==> config.mk <==
export PLATFORM = sky130hd
export DESIGN_NAME = pow5_display_top
export DESIGN_NICKNAME = d
export VERILOG_FILES = /design/src/hdl/pow5_pkg.sv /design/src/hdl/pow_stream_if.sv /design/src/hdl/operand_counter.sv /design/src/hdl/pipe_stage.sv /design/src/hdl/pow5_pipeline.sv /design/src/hdl/segment_scanner.sv /design/src/hdl/pow5_display_top.sv
export VERILOG_INCLUDE_DIRS = /design/src /design/src/hdl
export SDC_FILE = /design/constraint.sdc
export NUM_CORES = 1
export LEC_CHECK = 0
export ABC_CLOCK_PERIOD_IN_PS = 7660
export BUFFER_PORTS_ARGS = -buffer_cell sky130_fd_sc_hd__buf_2
export CORE_MARGIN = 8
export CORE_UTILIZATION = 55
export DETAILED_ROUTE_END_ITERATION = 6
export GPL_ROUTABILITY_DRIVEN = 0
export PLACE_DENSITY = 0.7
export REMOVE_ABC_BUFFERS = 1
export SLEW_MARGIN = 25
export SYNTH_ARGS = -nofsm -noshare
export SYNTH_HDL_FRONTEND = slang
export SYNTH_SLANG_ARGS = --single-unit
==> constraint.sdc <==
create_clock -name slow_clk -period 7.66 [get_ports slow_clk]
set_clock_uncertainty 0.15 [all_clocks]
set_input_delay 0.766 -clock slow_clk [delete_from_list [all_inputs] [get_ports slow_clk]]
set_output_delay 0.766 -clock slow_clk [all_outputs]
set_load 0.005 [all_outputs]
==> src/hdl/pow5_macros.svh <==
// Fifth-power display subsystem, global sizing constants

`ifndef POW5_MACROS_SVH
`define POW5_MACROS_SVH

// --------------------
// Datapath
// --------------------

// Operand and product width, products wrap modulo 2**12
`define POW5_WIDTH 12

// Counter steps 0 .. 5 then wraps
`define POW5_MAX_OPERAND 5

// --------------------
// Display
// --------------------

`define POW5_DIGITS 4

`endif

==> src/hdl/pow5_pkg.sv <==
// Fifth-power display subsystem, shared datapath and display types

`default_nettype none

`include "pow5_macros.svh"

package pow5_pkg;

    // Operand or partial product
    typedef logic [`POW5_WIDTH - 1:0] data_t;

    // --------------------
    // Pipeline payloads
    // --------------------

    // Operand plus the power computed so far
    typedef struct packed {
        data_t operand;
        data_t partial;
    } stage_t;

    // Operand plus its finished fifth power
    typedef struct packed {
        data_t operand;
        data_t power;
    } result_t;

    // Segment a at bit 7, dot h at bit 0
    typedef logic [7:0] segments_t;

endpackage

`default_nettype wire

==> src/hdl/pow_stream_if.sv <==
// Result stream link with valid/ready handshake

`timescale 1ns/10ps
`default_nettype none

interface pow_stream_if
    import pow5_pkg::*;
();

    logic  vld;
    logic  rdy;
    data_t operand;
    data_t power;

    // Pipeline output side
    modport source (
        output vld,
        output operand,
        output power,
        input  rdy
    );

    // Display side
    modport sink (
        input  vld,
        input  operand,
        input  power,
        output rdy
    );

endinterface

`default_nettype wire

==> src/hdl/operand_counter.sv <==
// Operand producer, wrapping counter offered on a valid/ready link

`timescale 1ns/10ps
`default_nettype none

`include "pow5_macros.svh"

module operand_counter
    import pow5_pkg::*;
(
    input  logic  slow_clk,
    input  logic  rst,
    input  logic  start,
    output logic  up_vld,
    input  logic  up_rdy,
    output data_t up_data
);

    data_t operand;
    logic  handshake;

    // Offer only while the key is held
    assign up_vld    = start;
    assign handshake = up_vld & up_rdy;

    always_ff @(posedge slow_clk or posedge rst) begin
        if (rst) begin
            operand <= '0;
        end else if (handshake) begin
            if (operand == data_t'(`POW5_MAX_OPERAND))
                operand <= '0;
            else
                operand <= operand + 1'b1;
        end
    end

    assign up_data = operand;

endmodule

`default_nettype wire

==> src/hdl/pipe_stage.sv <==
// Single-entry valid/ready pipeline register for any payload type

`timescale 1ns/10ps
`default_nettype none

module pipe_stage #(
    parameter type payload_t = logic
) (
    input  logic     slow_clk,
    input  logic     rst,

    input  logic     in_vld,
    output logic     in_rdy,
    input  payload_t in_data,

    output logic     out_vld,
    input  logic     out_rdy,
    output payload_t out_data
);

    logic     full;
    payload_t item;

    // Room when empty or when the held item leaves this cycle
    assign in_rdy = ~full | out_rdy;

    // --------------------
    // Occupancy
    // --------------------

    always_ff @(posedge slow_clk or posedge rst) begin
        if (rst)
            full <= 1'b0;
        else if (in_rdy)
            full <= in_vld;
    end

    // Payload register
    always_ff @(posedge slow_clk) begin
        if (in_vld & in_rdy)
            item <= in_data;
    end

    assign out_vld  = full;
    assign out_data = item;

endmodule

`default_nettype wire

==> src/hdl/pow5_pipeline.sv <==
// Three-stage fifth-power pipeline, products modulo 2**12

`timescale 1ns/10ps
`default_nettype none

module pow5_pipeline
    import pow5_pkg::*;
(
    input  logic  slow_clk,
    input  logic  rst,

    input  logic  up_vld,
    output logic  up_rdy,
    input  data_t up_data,

    pow_stream_if.source down
);

    // Handshake between stages
    logic    s0_vld, s0_rdy;
    logic    s1_vld, s1_rdy;
    stage_t  s0_in, s0_out;
    stage_t  s1_in, s1_out;
    result_t s2_in, s2_out;

    // --------------------
    // Square
    // --------------------

    assign s0_in.operand = up_data;
    assign s0_in.partial = data_t'(up_data * up_data);

    pipe_stage #(.payload_t(stage_t)) stage_sq (
        .slow_clk (slow_clk), .rst     (rst),
        .in_vld   (up_vld),   .in_rdy  (up_rdy), .in_data  (s0_in),
        .out_vld  (s0_vld),   .out_rdy (s0_rdy), .out_data (s0_out)
    );

    // Fourth power from the square
    assign s1_in.operand = s0_out.operand;
    assign s1_in.partial = data_t'(s0_out.partial * s0_out.partial);

    pipe_stage #(.payload_t(stage_t)) stage_p4 (
        .slow_clk (slow_clk), .rst     (rst),
        .in_vld   (s0_vld),   .in_rdy  (s0_rdy), .in_data  (s1_in),
        .out_vld  (s1_vld),   .out_rdy (s1_rdy), .out_data (s1_out)
    );

    // --------------------
    // Fifth power
    // --------------------

    assign s2_in.operand = s1_out.operand;
    assign s2_in.power   = data_t'(s1_out.partial * s1_out.operand);

    pipe_stage #(.payload_t(result_t)) stage_p5 (
        .slow_clk (slow_clk), .rst     (rst),
        .in_vld   (s1_vld),   .in_rdy  (s1_rdy),   .in_data  (s2_in),
        .out_vld  (down.vld), .out_rdy (down.rdy), .out_data (s2_out)
    );

    assign down.operand = s2_out.operand;
    assign down.power   = s2_out.power;

endmodule

`default_nettype wire

==> src/hdl/segment_scanner.sv <==
// Four-digit seven-segment scanner, consumes results on accept

`timescale 1ns/10ps
`default_nettype none

`include "pow5_macros.svh"

module segment_scanner
    import pow5_pkg::*;
(
    input  logic                      slow_clk,
    input  logic                      rst,
    input  logic                      accept,
    input  logic                      up_rdy,
    input  data_t                     next_operand,
    pow_stream_if.sink                up,
    output segments_t                 abcdefgh,
    output logic [`POW5_DIGITS - 1:0] digit
);

    localparam int scan_w = $clog2(`POW5_DIGITS);

    logic [scan_w - 1:0] scan;
    logic [3:0]          nibble;
    logic                blank;

    // Hex glyphs, dot always off
    function automatic segments_t hex_glyph(input logic [3:0] value);
        case (value)
            4'h0: hex_glyph = 8'b1111_1100;
            4'h1: hex_glyph = 8'b0110_0000;
            4'h2: hex_glyph = 8'b1101_1010;
            4'h3: hex_glyph = 8'b1111_0010;
            4'h4: hex_glyph = 8'b0110_0110;
            4'h5: hex_glyph = 8'b1011_0110;
            4'h6: hex_glyph = 8'b1011_1110;
            4'h7: hex_glyph = 8'b1110_0000;
            4'h8: hex_glyph = 8'b1111_1110;
            4'h9: hex_glyph = 8'b1111_0110;
            4'ha: hex_glyph = 8'b1110_1110;
            4'hb: hex_glyph = 8'b0011_1110;
            4'hc: hex_glyph = 8'b1001_1100;
            4'hd: hex_glyph = 8'b0111_1010;
            4'he: hex_glyph = 8'b1001_1110;
            default: hex_glyph = 8'b1000_1110;
        endcase
    endfunction

    // --------------------
    // Digit rotation
    // --------------------

    always_ff @(posedge slow_clk or posedge rst) begin
        if (rst)
            scan <= '0;
        else
            scan <= scan + 1'b1;
    end

    assign digit = `POW5_DIGITS'(1) << scan;

    // Nibble and blanking for the selected digit
    always_comb begin
        case (scan)
            2'd0:    nibble = up.power[3:0];
            2'd1:    nibble = up.power[7:4];
            2'd2:    nibble = up.power[11:8];
            default: nibble = next_operand[3:0];
        endcase
        blank = (scan == 2'd3) ? ~up_rdy : ~up.vld;
    end

    assign abcdefgh = blank ? '0 : hex_glyph(nibble);

    // Key press takes the head result
    assign up.rdy = accept;

endmodule

`default_nettype wire

==> src/hdl/pow5_display_top.sv <==
// Fifth-power demo top, counter into pipeline into display scanner

`timescale 1ns/10ps
`default_nettype none

`include "pow5_macros.svh"

module pow5_display_top
    import pow5_pkg::*;
(
    input  logic                      slow_clk,
    input  logic                      rst,
    input  logic                      start,
    input  logic                      accept,
    output logic [7:0]                abcdefgh,
    output logic [`POW5_DIGITS - 1:0] digit,
    output logic [3:0]                led
);

    // Producer link
    logic  up_vld;
    logic  up_rdy;
    data_t up_data;

    pow_stream_if stream ();

    // --------------------
    // Blocks
    // --------------------

    operand_counter producer (
        .slow_clk (slow_clk),
        .rst      (rst),
        .start    (start),
        .up_vld   (up_vld),
        .up_rdy   (up_rdy),
        .up_data  (up_data)
    );

    pow5_pipeline pipeline (
        .slow_clk (slow_clk),
        .rst      (rst),
        .up_vld   (up_vld),
        .up_rdy   (up_rdy),
        .up_data  (up_data),
        .down     (stream.source)
    );

    segment_scanner scanner (
        .slow_clk     (slow_clk),
        .rst          (rst),
        .accept       (accept),
        .up_rdy       (up_rdy),
        .next_operand (up_data),
        .up           (stream.sink),
        .abcdefgh     (abcdefgh),
        .digit        (digit)
    );

    // Handshake status, upstream on the high bits
    assign led = {up_vld, up_rdy, stream.vld, stream.rdy};

endmodule

`default_nettype wire

# Word-level counts from Yosys, hierarchy flattened
# Memories as Yosys holds them, arrays and structs flattened.
# Cells that the tools add are included.
# totals
inputBits	4
memories	1
reg_bits	77
rom_bits	112
# mem_list
memory	depth	word_bits	read_ports	rd_clocked_by_memory_dff	write_ports	line_no	source
(name not given)	16	7	1	0	0	segment_scanner.sv:29	case (value)
# classes
shift	1
bitwise_logic	10
reduce_logical	1
n_mux	4
add_sub_neg	2
eq_ne	4
mul	3
# op_table
operator	count
$mul 12x12->12	3
$add 12x1->12 const B	1
$eq 12x3->1 const B	1
$mux 12	1
$pmux 4 s3	1
$mux 8	1
$eq 2x2->1 const B	2
$not 1->1	4
$shl 1x2->4 const A	1
$and 1x1->1	3
$or 1x1->1	3
$add 2x1->2 const B	1
$eq 2x1->1 const B	1
$logic_not 2->1	1
$mux 1	1

# Longest topological paths before layout
# depth
ltp_word	7
depth_mapped	17
ltp_nobuf	16

# Modules after synthesis
# A second synthesis with hierarchy kept.
# unflattened
hier_cells	841
hier_area_um2	8762.2
# modules_own_cells
mod	area_each_um2	instances	cells_each	seq_area_each_um2
pow5_pipeline	5231.3	1	629	0.0
pipe_stage	778.2	3	29	745.7
operand_counter	630.6	1	58	300.3
segment_scanner	535.5	1	63	50.0
pow5_display_top	30.0	1	4	0.0

# Worst setup path after synthesis
# OpenSTA, ideal clock, no wires.
# synth_path
path_type	flip-flop to flip-flop
start	register producer.operand[5], in the netlist producer.up_data[5]
end	register pipeline.stage_sq.item (netlist bit pipeline.stage_sq.out_data[10]) (data pin)
path_buffers	1
required_ns	7.252
stages_incl_launch_ff	16
arrival_time_ns	3.976
setup_slack_ns	3.277
path_cell_list	dfrtp_1 -> clkbuf_1 -> and2_0 -> ha_1 -> xor2_1 -> fa_1 -> inv_1 -> ha_1 -> fa_1 -> inv_1 -> fa_1 -> inv_1 -> ha_1 -> a21o_1 -> a21oi_1 -> xnor2_1
# synth_rtl
item	line_no	source
start, declared	operand_counter.sv:19	data_t operand;
start signal, assigned	operand_counter.sv:33	operand <= operand + 1'b1;
end signal, assigned	pipe_stage.sv:41	item <= in_data;
end, declared	pipe_stage.sv:22	payload_t item;

==> run metrics <==
status=finished clean; WP data required=7.58 ns; Starting DRT DRC Count=284; CP Capture Type=flop; Worst R2R Path Depth=14; Post-Place Cells=929; CP cell instances=nand2_1 > inv_1 > fa_1 > inv_1 > fa_1 > inv_1 > fa_1 > fa_1 > inv_1 > fa_1 > inv_1 > ha_1 > o41ai_2 > xnor2_1; final setup vio count=0; Via-to-Cell Ratio=a little over 5; antenna violations before repair=0; hold_buf cts=0; first-pass GRT wire length=between 20000 and 25000 µm; Fill cells=1181; RSZ-0062 raised after global routing=no; drt total wl=13300 µm; pin count of the biggest net entering global routing=26; Clock Tree Root=clkbuf_16; R2R Path Start=pipeline.stage_sq.out_data[3]; Non-Filler Instances=about 950; mapped cell area=7667 µm²; Die W=~130 µm; R2R Path End=pipeline.stage_p4.out_data[11]; post-layout minimum cycle time=between 4 and 5 ns; All-Layer GR Usage=0.1597; Reg area=a little over 2000 µm²; MaxCap Viol Count=0; Main synth FF type=edfxtp_1; Initial Util=0.5567; vias in the first global route=5157; global route overflow=0; routed vias=between 4000 and 5000; CTS Sinks=72; area occupied by multi-input gates=~5000 µm²; crit share post-route=0.6001; Area growth syn-to-layout=7.376%; WL/cell=~14 µm; Pins Over Slew Limit=0; crit path launch=pipeline.stage_sq.out_data[3]; H-tree level count=3; Setup CP Type=reg -> reg; slew margin rel.=0.5555; Num CTS Buffers=9; DP Wirelength=11020 µm; Gate Count Post-Synth=740; critical path's slowest cell=edfxtp_1; FF-to-FF setup slack=~3.1 ns; Core Region=around 14000 µm²; die footprint=about 18000 µm²; post-CTS setup buffers=0; Ant. Diodes=0; Seq/Total Area, Yosys=0.2709; nets=between 900 and 1000; DRT antenna net count=0; # IOs=20; Worst setup endpoint=pipeline.stage_p4.out_data[11]; Worst path max stage delay=roughly 0.53 ns; DRC=0; TritonCTS clock tree=yes; Unique masters post-synth=50; mean post-synth cell area=10.36 µm²; clock-pin slew on the worst setup and hold paths=approximately 0.060 ns; Worst-Skew Late Latency=approximately 0.33 ns; Max clock buf depth=2; num rows=43; worst min path class=reg -> reg; fraction of layout cells with a size suffix above 1=0.06928; CP startpoint kind=flop; Post-synth EDFFs=55; drt first pass iters=7; synthesized flop and latch total=72; number of port buffers=18; Achievable Freq=about 220 MHz; final hold viol count=0; worst slew pin tran=~0.65 ns; Setup TNS=0 ns; DIE HEIGHT=between 100 and 150 µm; synth warn=0; worst-path fanout max=7; post_cts resized=0; Worst Path Arrival=roughly 4.5 ns; Post-synth ARST share=0.2361
==> synth_stat cells, types with 8 or more instances <==
cell type,count,area (µm²)
and2_1,45,281.5
fa_1,93,1862
buf_2,9,45.04
buf_4,8,60.06
ha_1,95,1189
xnor2_1,44,385.4
edfxtp_1,55,1652
nor2_1,26,97.59
nand2_1,72,270.3
inv_1,171,641.9
dfrtp_1,17,425.4
nor2b_1,8,50.05
xor2_1,11,96.34
==> cell families (layout without fill, tap and decap cells) <==
logic type	after synthesis	count (layout)	share of synthesized area
multiplexers	7	7	0.009954
AO/OA/AOI/OAI	37	37	0.03606
flip-flops	72	72	0.2709
buffers and inverters	197	208	0.1018
XOR/XNOR	55	55	0.06283
other	2	16	0.0009795
AND/OR/NAND/NOR	182	182	0.1196
adder cells (fa/ha/maj)	188	188	0.3978
==> stage by stage <==
step / cell area (µm²) / setup slack (ns) / hold slack, ns / util
2_1_floorplan: 7592 / 3.278 / 0.2503 / -
3_5_place_dp: 7919 / 3.055 / 0.2554 / 0.5749
6_report: 8233 / 3.063 / 0.2700 / 0.5977
5_1_grt: 8233 / 2.752 / 0.2790 / 0.5977
4_1_cts: 8229 / 3.036 / 0.2692 / 0.5975
3_3_place_gp: 7911 / 3.091 / 0.2532 / 0.5744
==> state kept, by name, indices dropped and copies added, names as in the netlist <==
signal and flops:
pipeline.stage_sq.out_data 21, pipeline.stage_p5.out_vld 1, scanner.scan 2, producer.up_data 12, pipeline.stage_p4.out_data 22, pipeline.stage_p5.out_data 12
pipeline.stage_p4.out_vld 1, pipeline.stage_sq.out_vld 1
==> per-layer routing <==
layer / up-vias / wire length (µm) / track usage / share of wire
met5: - / 0 / 0 / 0
met4: 0 / 224 / 0.05365 / 0.017
met3: 23 / 431 / 0.02169 / 0.032
met2: 92 / 6932 / 0.2829 / 0.52
met1: 2371 / 5711 / 0.1960 / 0.43
li1: 2285 / - / - / -
==> final cells by class <==
class | instances | area share
timing repair buffer | 18 | 0.01094
tap | 180 | 0.02736
inverter | 174 | 0.07933
clock inverter | 6 | 0.008663
multi-input combinational | 485 | 0.5924
clock buffer | 10 | 0.02903
sequential | 72 | 0.2523
==> worst max-delay path: cells and delay by family (launching register included) <==
family	cells	cell delay [ns]
compound gates	1	0.37
fa+ha+maj	6	2.73
flops	1	0.53
buf+inv	5	0.26
simple gates	1	0.17
xor+xnor	1	0.11
==> worst min path at each step <==
stage                                              start                        endpoint  slack [ns]  depth (start not counted)
after global routing      pipeline.stage_sq.out_data[20]  pipeline.stage_p4.out_data[20]        0.28                          0
after CTS                 pipeline.stage_sq.out_data[19]  pipeline.stage_p4.out_data[19]        0.27                          0
final                     pipeline.stage_sq.out_data[19]  pipeline.stage_p4.out_data[19]        0.27                          0
after global placement    pipeline.stage_sq.out_data[19]  pipeline.stage_p4.out_data[19]        0.25                          0
after detailed placement  pipeline.stage_sq.out_data[19]  pipeline.stage_p4.out_data[19]        0.26                          0
after floorplan           pipeline.stage_sq.out_data[13]  pipeline.stage_p4.out_data[13]        0.25                          0
==> layout by cell type, fill, tap and decap left out, types with 2 or more instances in the layout <==
cell       count
nor2_1        26
clkbuf_16      9
nor3_2         2
nand2b_1       4
inv_2          3
a21o_1         5
ha_1          95
conb_1        16
a211oi_1       2
xnor2_1       44
o21a_1         3
mux2i_1        4
nor4_1         2
fa_1          93
a21oi_1        6
edfxtp_1      55
a221oi_1       2
inv_6          3
nor3_1         5
nand2_1       72
mux2_2         2
nand3_1        5
buf_2         18
a21boi_0       2
and3_1         2
nor2b_2        2
dfrtp_1       17
a222oi_1       4
o21ai_1        2
and2_1        44
o21ai_0        5
nor2b_1        7
xor2_1        11
inv_1        171
Power is not shown: default switching activity piles up to over one toggle a cycle in this logic, so the estimate is an artifact.
